### src/logic/tomasuloPkg.sv
package tomasuloPkg;

    // datapath and register file
    localparam int dataWidth    = 32;
    localparam int regCount     = 8;
    localparam int regAddrWidth = 3;

    // reservation station
    localparam int rsSize    = 4;
    localparam int slotWidth = 2;

    // tag k+1 names slot k and tag 0 means the value is present
    localparam int tagWidth = 3;
    localparam logic [tagWidth-1:0] freeTag = '0;

    typedef enum logic [2:0] {
        opAdd     = 3'd0,
        opSub     = 3'd1,
        opAnd     = 3'd2,
        opOr      = 3'd3,
        opXor     = 3'd4,
        opSlt     = 3'd5,
        opLoadImm = 3'd6
    } aluOpE;

    // rename tag owned by a station slot
    function automatic logic [tagWidth-1:0] slotTag(input logic [slotWidth-1:0] slot);
        logic [tagWidth-1:0] tag;
        tag = tagWidth'(slot) + tagWidth'(1);
        return tag;
    endfunction

endpackage

### src/logic/tomasuloIfs.sv
`timescale 1ns/1ps

// dispatcher to reservation station
interface dispatchIf import tomasuloPkg::*; ();
    logic                 en;
    logic [slotWidth-1:0] slot;
    aluOpE                op;
    logic [dataWidth-1:0] valueA;
    logic [tagWidth-1:0]  tagA;
    logic [dataWidth-1:0] valueB;
    logic [tagWidth-1:0]  tagB;
    // one bit per slot, high when free
    logic [rsSize-1:0]    freeSlots;

    modport master (output en, slot, op, valueA, tagA, valueB, tagB, input freeSlots);
    modport slave (input en, slot, op, valueA, tagA, valueB, tagB, output freeSlots);
endinterface

// reservation station to ALU
interface issueIf import tomasuloPkg::*; ();
    logic                 workEn;
    aluOpE                op;
    logic [dataWidth-1:0] operandA;
    logic [dataWidth-1:0] operandB;
    logic [tagWidth-1:0]  destTag;

    modport master (output workEn, op, operandA, operandB, destTag);
    modport slave (input workEn, op, operandA, operandB, destTag);
endinterface

### src/logic/aluExec.sv
`timescale 1ns/1ps

module aluExec import tomasuloPkg::*; (
    input  logic                 clk,
    input  logic                 rstN,
    issueIf.slave                iss,
    output logic                 cdbValid,
    output logic [tagWidth-1:0]  cdbTag,
    output logic [dataWidth-1:0] cdbData
);

    logic [dataWidth-1:0] result;

    always_comb begin
        result = '0;
        case (iss.op)
            opAdd: result = iss.operandA + iss.operandB;
            opSub: result = iss.operandA - iss.operandB;
            opAnd: result = iss.operandA & iss.operandB;
            opOr:  result = iss.operandA | iss.operandB;
            opXor: result = iss.operandA ^ iss.operandB;
            opSlt: result[0] = $signed(iss.operandA) < $signed(iss.operandB);
            // immediate arrives as operand A
            opLoadImm: result = iss.operandA;
            default: result = '0;
        endcase
    end

    always_ff @(posedge clk) begin
        if (!rstN) begin
            cdbValid <= 1'b0;
        end else begin
            cdbValid <= iss.workEn;
        end
    end

    always_ff @(posedge clk) begin
        if (iss.workEn) begin
            cdbTag  <= iss.destTag;
            cdbData <= result;
        end
    end

endmodule

### src/logic/aluResStation.sv
`timescale 1ns/1ps

module aluResStation import tomasuloPkg::*; (
    input  logic                 clk,
    input  logic                 rstN,
    dispatchIf.slave             disp,
    issueIf.master               iss,
    input  logic                 cdbValid,
    input  logic [tagWidth-1:0]  cdbTag,
    input  logic [dataWidth-1:0] cdbData
);

    logic [rsSize-1:0]    busy;
    logic [rsSize-1:0]    issued;
    logic [rsSize-1:0]    ready;
    aluOpE                slotOp [rsSize];
    logic [dataWidth-1:0] slotValA [rsSize];
    logic [dataWidth-1:0] slotValB [rsSize];
    logic [tagWidth-1:0]  slotTagA [rsSize];
    logic [tagWidth-1:0]  slotTagB [rsSize];
    logic [tagWidth-1:0]  slotDest [rsSize];
    logic                 issueAny;
    logic [slotWidth-1:0] issueIdx;

    assign disp.freeSlots = ~busy;

    always_comb begin
        for (int k = 0; k < rsSize; k++) begin
            ready[k] = busy[k] && !issued[k]
                && slotTagA[k] == freeTag && slotTagB[k] == freeTag;
        end
    end

    // lowest ready slot wins
    always_comb begin
        issueIdx = '0;
        for (int k = rsSize - 1; k >= 0; k--) begin
            if (ready[k]) begin
                issueIdx = slotWidth'(k);
            end
        end
    end

    assign issueAny = |ready;

    // busy from dispatch until the slot's own tag comes back
    always_ff @(posedge clk) begin
        if (!rstN) begin
            busy   <= '0;
            issued <= '0;
        end else begin
            for (int k = 0; k < rsSize; k++) begin
                if (disp.en && disp.slot == slotWidth'(k)) begin
                    busy[k]   <= 1'b1;
                    issued[k] <= 1'b0;
                end else begin
                    if (issueAny && issueIdx == slotWidth'(k)) begin
                        issued[k] <= 1'b1;
                    end
                    if (busy[k] && cdbValid && slotDest[k] == cdbTag) begin
                        busy[k] <= 1'b0;
                    end
                end
            end
        end
    end

    // slot contents and operand capture
    always_ff @(posedge clk) begin
        for (int k = 0; k < rsSize; k++) begin
            if (disp.en && disp.slot == slotWidth'(k)) begin
                slotOp[k]   <= disp.op;
                slotValA[k] <= disp.valueA;
                slotTagA[k] <= disp.tagA;
                slotValB[k] <= disp.valueB;
                slotTagB[k] <= disp.tagB;
                slotDest[k] <= slotTag(disp.slot);
            end else if (busy[k] && cdbValid) begin
                if (slotTagA[k] != freeTag && slotTagA[k] == cdbTag) begin
                    slotValA[k] <= cdbData;
                    slotTagA[k] <= freeTag;
                end
                if (slotTagB[k] != freeTag && slotTagB[k] == cdbTag) begin
                    slotValB[k] <= cdbData;
                    slotTagB[k] <= freeTag;
                end
            end
        end
    end

    always_ff @(posedge clk) begin
        if (!rstN) begin
            iss.workEn <= 1'b0;
        end else begin
            iss.workEn <= issueAny;
        end
    end

    always_ff @(posedge clk) begin
        if (issueAny) begin
            iss.op       <= slotOp[issueIdx];
            iss.operandA <= slotValA[issueIdx];
            iss.operandB <= slotValB[issueIdx];
            iss.destTag  <= slotDest[issueIdx];
        end
    end

endmodule

### src/logic/instDispatch.sv
`timescale 1ns/1ps

module instDispatch import tomasuloPkg::*; (
    input  logic                    clk,
    input  logic                    rstN,
    // instruction in
    input  logic                    instValid,
    input  aluOpE                   instOp,
    input  logic [regAddrWidth-1:0] instSrcA,
    input  logic [regAddrWidth-1:0] instSrcB,
    input  logic [regAddrWidth-1:0] instDest,
    input  logic [dataWidth-1:0]    instImm,
    output logic                    instReady,
    // register status table
    output logic [regAddrWidth-1:0] srcA,
    output logic [regAddrWidth-1:0] srcB,
    input  logic [dataWidth-1:0]    valA,
    input  logic [tagWidth-1:0]     tagA,
    input  logic [dataWidth-1:0]    valB,
    input  logic [tagWidth-1:0]     tagB,
    output logic                    renEn,
    output logic [regAddrWidth-1:0] renReg,
    output logic [tagWidth-1:0]     renTag,
    // common data bus
    input  logic                    cdbValid,
    input  logic [tagWidth-1:0]     cdbTag,
    input  logic [dataWidth-1:0]    cdbData,
    dispatchIf.master               disp
);

    logic                 accept;
    logic [slotWidth-1:0] freeIdx;
    logic [rsSize-1:0]    pickMask;
    logic [rsSize-1:0]    releaseMask;
    logic [rsSize-1:0]    nextFree;

    // lowest free slot
    always_comb begin
        freeIdx = '0;
        for (int k = rsSize - 1; k >= 0; k--) begin
            if (disp.freeSlots[k]) begin
                freeIdx = slotWidth'(k);
            end
        end
    end

    assign accept    = instValid && instReady;
    assign disp.en   = accept;
    assign disp.slot = freeIdx;
    assign disp.op   = instOp;

    assign srcA   = instSrcA;
    assign srcB   = instSrcB;
    assign renEn  = accept;
    assign renReg = instDest;
    assign renTag = slotTag(freeIdx);

    // operands with bypass from a result on the bus this cycle
    always_comb begin
        disp.valueA = valA;
        disp.tagA   = tagA;
        disp.valueB = valB;
        disp.tagB   = tagB;
        if (instOp == opLoadImm) begin
            disp.valueA = instImm;
            disp.tagA   = freeTag;
            disp.valueB = '0;
            disp.tagB   = freeTag;
        end else begin
            if (cdbValid && tagA != freeTag && tagA == cdbTag) begin
                disp.valueA = cdbData;
                disp.tagA   = freeTag;
            end
            if (cdbValid && tagB != freeTag && tagB == cdbTag) begin
                disp.valueB = cdbData;
                disp.tagB   = freeTag;
            end
        end
    end

    // free mask as the station will see it after this edge
    always_comb begin
        for (int k = 0; k < rsSize; k++) begin
            pickMask[k]    = accept && freeIdx == slotWidth'(k);
            releaseMask[k] = cdbValid && cdbTag == slotTag(slotWidth'(k));
        end
    end

    assign nextFree = (disp.freeSlots & ~pickMask) | releaseMask;

    always_ff @(posedge clk) begin
        if (!rstN) begin
            instReady <= 1'b1;
        end else begin
            instReady <= |nextFree;
        end
    end

endmodule

### src/logic/regStatusTable.sv
`timescale 1ns/1ps

module regStatusTable import tomasuloPkg::*; (
    input  logic                    clk,
    input  logic                    rstN,
    // rename from dispatch
    input  logic                    renEn,
    input  logic [regAddrWidth-1:0] renReg,
    input  logic [tagWidth-1:0]     renTag,
    // common data bus
    input  logic                    cdbValid,
    input  logic [tagWidth-1:0]     cdbTag,
    input  logic [dataWidth-1:0]    cdbData,
    // lookups
    input  logic [regAddrWidth-1:0] srcA,
    input  logic [regAddrWidth-1:0] srcB,
    input  logic [regAddrWidth-1:0] regReadAddr,
    output logic [dataWidth-1:0]    valA,
    output logic [tagWidth-1:0]     tagA,
    output logic [dataWidth-1:0]    valB,
    output logic [tagWidth-1:0]     tagB,
    output logic [dataWidth-1:0]    regReadData
);

    logic [dataWidth-1:0] regValue [regCount];
    logic [tagWidth-1:0]  regTag [regCount];

    always_ff @(posedge clk) begin
        if (!rstN) begin
            for (int r = 0; r < regCount; r++) begin
                regValue[r] <= '0;
                regTag[r]   <= freeTag;
            end
        end else begin
            for (int r = 0; r < regCount; r++) begin
                // result for the pending producer of this register
                if (cdbValid && regTag[r] == cdbTag) begin
                    regValue[r] <= cdbData;
                    regTag[r]   <= freeTag;
                end
                // a newer producer wins the tag while the data above still lands
                if (renEn && renReg == regAddrWidth'(r)) begin
                    regTag[r] <= renTag;
                end
            end
        end
    end

    assign valA = regValue[srcA];
    assign tagA = regTag[srcA];
    assign valB = regValue[srcB];
    assign tagB = regTag[srcB];

    assign regReadData = regValue[regReadAddr];

endmodule

### src/logic/tomasuloCore.sv
`timescale 1ns/1ps

module tomasuloCore import tomasuloPkg::*; (
    input  logic                    clk,
    input  logic                    rstN,
    input  logic                    instValid,
    input  aluOpE                   instOp,
    input  logic [regAddrWidth-1:0] instSrcA,
    input  logic [regAddrWidth-1:0] instSrcB,
    input  logic [regAddrWidth-1:0] instDest,
    input  logic [dataWidth-1:0]    instImm,
    input  logic [regAddrWidth-1:0] regReadAddr,
    output logic                    instReady,
    output logic [dataWidth-1:0]    regReadData,
    output logic                    cdbValid,
    output logic [tagWidth-1:0]     cdbTag,
    output logic [dataWidth-1:0]    cdbData
);

    logic [regAddrWidth-1:0] srcA;
    logic [regAddrWidth-1:0] srcB;
    logic [dataWidth-1:0]    valA;
    logic [tagWidth-1:0]     tagA;
    logic [dataWidth-1:0]    valB;
    logic [tagWidth-1:0]     tagB;
    logic                    renEn;
    logic [regAddrWidth-1:0] renReg;
    logic [tagWidth-1:0]     renTag;

    dispatchIf dispBus ();
    issueIf    issueBus ();

    regStatusTable regTable (
        .clk(clk), .rstN(rstN),
        .renEn(renEn), .renReg(renReg), .renTag(renTag),
        .cdbValid(cdbValid), .cdbTag(cdbTag), .cdbData(cdbData),
        .srcA(srcA), .srcB(srcB), .regReadAddr(regReadAddr),
        .valA(valA), .tagA(tagA), .valB(valB), .tagB(tagB),
        .regReadData(regReadData)
    );

    instDispatch dispatcher (
        .clk(clk), .rstN(rstN),
        .instValid(instValid), .instOp(instOp), .instSrcA(instSrcA),
        .instSrcB(instSrcB), .instDest(instDest), .instImm(instImm),
        .instReady(instReady),
        .srcA(srcA), .srcB(srcB),
        .valA(valA), .tagA(tagA), .valB(valB), .tagB(tagB),
        .renEn(renEn), .renReg(renReg), .renTag(renTag),
        .cdbValid(cdbValid), .cdbTag(cdbTag), .cdbData(cdbData),
        .disp(dispBus.master)
    );

    aluResStation station (
        .clk(clk), .rstN(rstN),
        .disp(dispBus.slave), .iss(issueBus.master),
        .cdbValid(cdbValid), .cdbTag(cdbTag), .cdbData(cdbData)
    );

    aluExec alu (
        .clk(clk), .rstN(rstN),
        .iss(issueBus.slave),
        .cdbValid(cdbValid), .cdbTag(cdbTag), .cdbData(cdbData)
    );

endmodule

### config.mk
export PLATFORM = sky130hd
export DESIGN_NAME = tomasuloCore
export DESIGN_NICKNAME = d
export VERILOG_FILES = /design/src/logic/tomasuloPkg.sv /design/src/logic/tomasuloIfs.sv /design/src/logic/aluExec.sv /design/src/logic/aluResStation.sv /design/src/logic/instDispatch.sv /design/src/logic/regStatusTable.sv /design/src/logic/tomasuloCore.sv
export SDC_FILE = /design/constraint.sdc
export NUM_CORES = 1
export LEC_CHECK = 0
export BUFFER_PORTS_ARGS = -buffer_cell sky130_fd_sc_hd__buf_2
export CORE_MARGIN = 2
export CORE_UTILIZATION = 45
export CTS_BUF_LIST = sky130_fd_sc_hd__clkbuf_4
export CTS_CLUSTER_SIZE = 28
export DETAILED_ROUTE_END_ITERATION = 8
export GPL_ROUTABILITY_DRIVEN = 0
export GPL_TIMING_DRIVEN = 1
export SLEW_MARGIN = 20
export SYNTH_ARGS = -nofsm -noshare
export SYNTH_HDL_FRONTEND = slang
export SYNTH_SLANG_ARGS = --single-unit
### constraint.sdc
create_clock -name clk -period 11.12 [get_ports clk]
set_input_delay 0.556 -clock clk [delete_from_list [all_inputs] [get_ports clk]]
set_output_delay 0.556 -clock clk [all_outputs]
set_load 0.05 [all_outputs]
==> reports/summary.txt <==
maximum vdd drop - 69.4 uV
synth top area cells - edfxtp_1 51%, mux4_2 11%, nand2_1 4.3%, o21ai_0 3.6%, ha_1 3.4%
TritonCTS clock tree - built
antenna violations before repair - 9
Die X - 303 um
grt total ovfl - 0
area taken by multi-input logic gates - 17700 um2
hold depth - 4
met2 routed WL - 60200 um
Crit. End Element - register
Slew @ Worst Pin - 1.12 ns
CP cell instances - nand2b_1 -> a21boi_1 -> ha_1 -> nand2_1 -> inv_1 -> or4_1 -> buf_4 -> nand2_1 -> buf_4 -> a32oi_1 -> o21ai_0
# DRC - 0
placed cells - 4488
root buf cell - clkbuf_4
Critical Path Start Type - register
post-synth top area cell - edfxtp_1
final worst slack - 6.44 ns
core footprint - 88400 um2
fin crit share - 0.421
Int Power - 4.45 mW
drt first pass iters - 6
crit path time final - 4.68 ns
Slew Limit Fails - 0
setup skew after layout - 0.0610 ns
cells on worst reg2reg path - 11
Net Switching - 1.56 mW
share of the synthesized area in the top cell type - 0.511
leakage power - 16.3 nW
Worst Setup Path Type - register to register
Synth Flop Type - edfxtp_1
Skew-Pair Late Insertion Delay - 1.05 ns
Via Count - 30.8k
clock network fraction of design power - 0.382
slowest CP cell - a21boi_1
CP max FO - 35
post-synthesis sequential area ratio - 0.520
Critical Path RT - 11.83 ns
Non-Filler Instances - 4851
dpl hpwl - 80100 um
run status - completed
vias in the first global route - 29.9k
Fin. Hold Viols - 0
final setup fails - 0
Slowest Stage Delay on Critical Path - 0.76 ns
Clk pin slew, worst setup/hold paths - 0.07 ns
ANT nets after route - 0
Area Growth Syn to Fin - 10.7%
Num CTS Buffers - 185
Tightest Hold Check Type - primary input to register
Mapped Cells - 3437
synth unique cells - 78
clk sinks - 700
max layer used - met5
max_cap viols - 0
# nets final - 3709
wire per inst - 26.3 um
Ports - 119
std cell rows - 109
total wire length - 128000 um
fraction of layout cells with a size suffix above 1 - 0.203
Comb pwr share - 0.107
CP Data Arrival Time - 5.39 ns
FF/Latch Area - 20900 um2
WL met1 - 52300 um
DIE AREA - 91600 um2
syn_nets - 3597
GRT Overall Usage - 0.277
netlist area before placement - 40100 um2
Post-Place Worst Slack - 6.56 ns
Post-synth ARST share - 0
switching share of power - 0.260
flops & latches, synth - 700
starting density of the core - 0.454
first-pass GRT wire length - 190000 um
chip height - 303 um
port bufs - 118
RSZ-0062 raised after global routing - false
sequential power share - 0.512
Slew headroom - 0.257
Cell Pwr Density - 135 nW/um2
largest net degree at the start of global routing - 97
yosys warns - 0
1st-iter DRT viols - 4168
setup TNS - 0 ns
H-tree Lvls - 4
fmax - 214 MHz
maximum clock path buffer count - 3
Post-synth EDFFs - 683
Via density - 6.35
Synth top cells by count - 683 x edfxtp_1, 460 x nand2_1, 323 x nor2_1
syn_area_per_cell - 11.7 um2
fillers - 7799
met3 routed WL - 12200 um
most common cell in the synthesized netlist - edfxtp_1
[final timing paths]
check | slack (ns) | endpoint | start
min | 0.31 | station.slotTagA[0][1] | instSrcA[2]
max reg2reg | 6.44 | station.slotValA[3][19] | station.busy[3]
min reg2reg | 0.42 | alu.cdbTag[1] | station.iss.destTag[1]
max | 6.44 | station.slotValA[3][19] | station.busy[3]
[sequential cells by signal (all words and copies together) (netlist names), 12 cells and up]
signal	count
alu.cdbData	32
station.iss.operandB	32
station.slotValB	128
station.slotTagA	12
station.slotTagB	12
regTable.regValue	256
station.slotDest	12
station.iss.operandA	32
regTable.regTag	24
station.slotOp	12
station.slotValA	128
[cell families after synthesis]
kind of cell | Yosys count | synth area share
adder cells (fa/ha/maj) | 110 | 0.0347
multiplexers | 344 | 0.150
XOR/XNOR | 76 | 0.0166
AO/OA/AOI/OAI | 766 | 0.130
buffers and inverters | 440 | 0.0418
AND/OR/NAND/NOR | 1001 | 0.107
flip-flops | 700 | 0.520
[through the flow]
stage	instance area (um2)	hold WS [ns]	util	power [mW]
after global placement	41600	0.404	0.471	3.74
after global routing	44400	0.284	0.502	6.23
after detailed placement	41600	0.416	0.471	3.75
final	44400	0.312	0.502	6.01
after floorplan	40100	0.400	-	3.54
after CTS	44400	0.211	0.502	6.04
[layer usage]
metal,up-vias,GRT usage
li1,13500,-
met1,15300,0.387
met2,1731,0.440
met3,222,0.0549
met4,6,0.0862
met5,-,0
[power groups by stage]
stage,Combinational (mW),Clock [mW],Sequential (mW)
finish,0.640,2.30,3.07
floorplan,0.426,0,3.11
global route,0.685,2.46,3.08
detailed placement,0.622,0,3.13
CTS,0.635,2.33,3.07
global placement,0.618,0,3.12
[placed cells by master (no fill, tap or decap), drive strengths merged, types with 25 or more instances in the layout]
master	n
edfxtp	683
nand2	460
nor2	323
o21ai	288
clkbuf	268
mux4	204
buf	184
inv	142
ha	108
mux2i	107
a32oi	96
a21oi	88
a222oi	70
xnor2	64
o221ai	48
clkinv	45
dlygate4sd3	39
nand3	37
mux2	33
nor3	31
nand4	25
o22ai	25
[area by class of cell]
cell class                      instances  share of cell area
Sequential cell                       700               0.470
Multi-Input combinational cell       2297               0.399
Clock buffer                          268              0.0453
Timing Repair Buffer                  223              0.0336
Tap cell                             1165              0.0328
Inverter                              142              0.0120
Clock inverter                         52             0.00755
Antenna cell                            4            0.000225
[critical path: cells and delay by family, from the launching register on]
family	cells	cell delay, ns
buf+inv	3	1.12
simple gates	4	1.09
compound gates	3	1.04
fa+ha+maj	1	0.72
flops	1	0.37
[repair_timing]
item / in CTS / in global routing
hold buffers: 39 / 0
gates resized for setup: 0 / 0
hold endpoints to repair: 150 / 0
setup buffers: 0 / 0
Power figures use the tool's default switching activity.
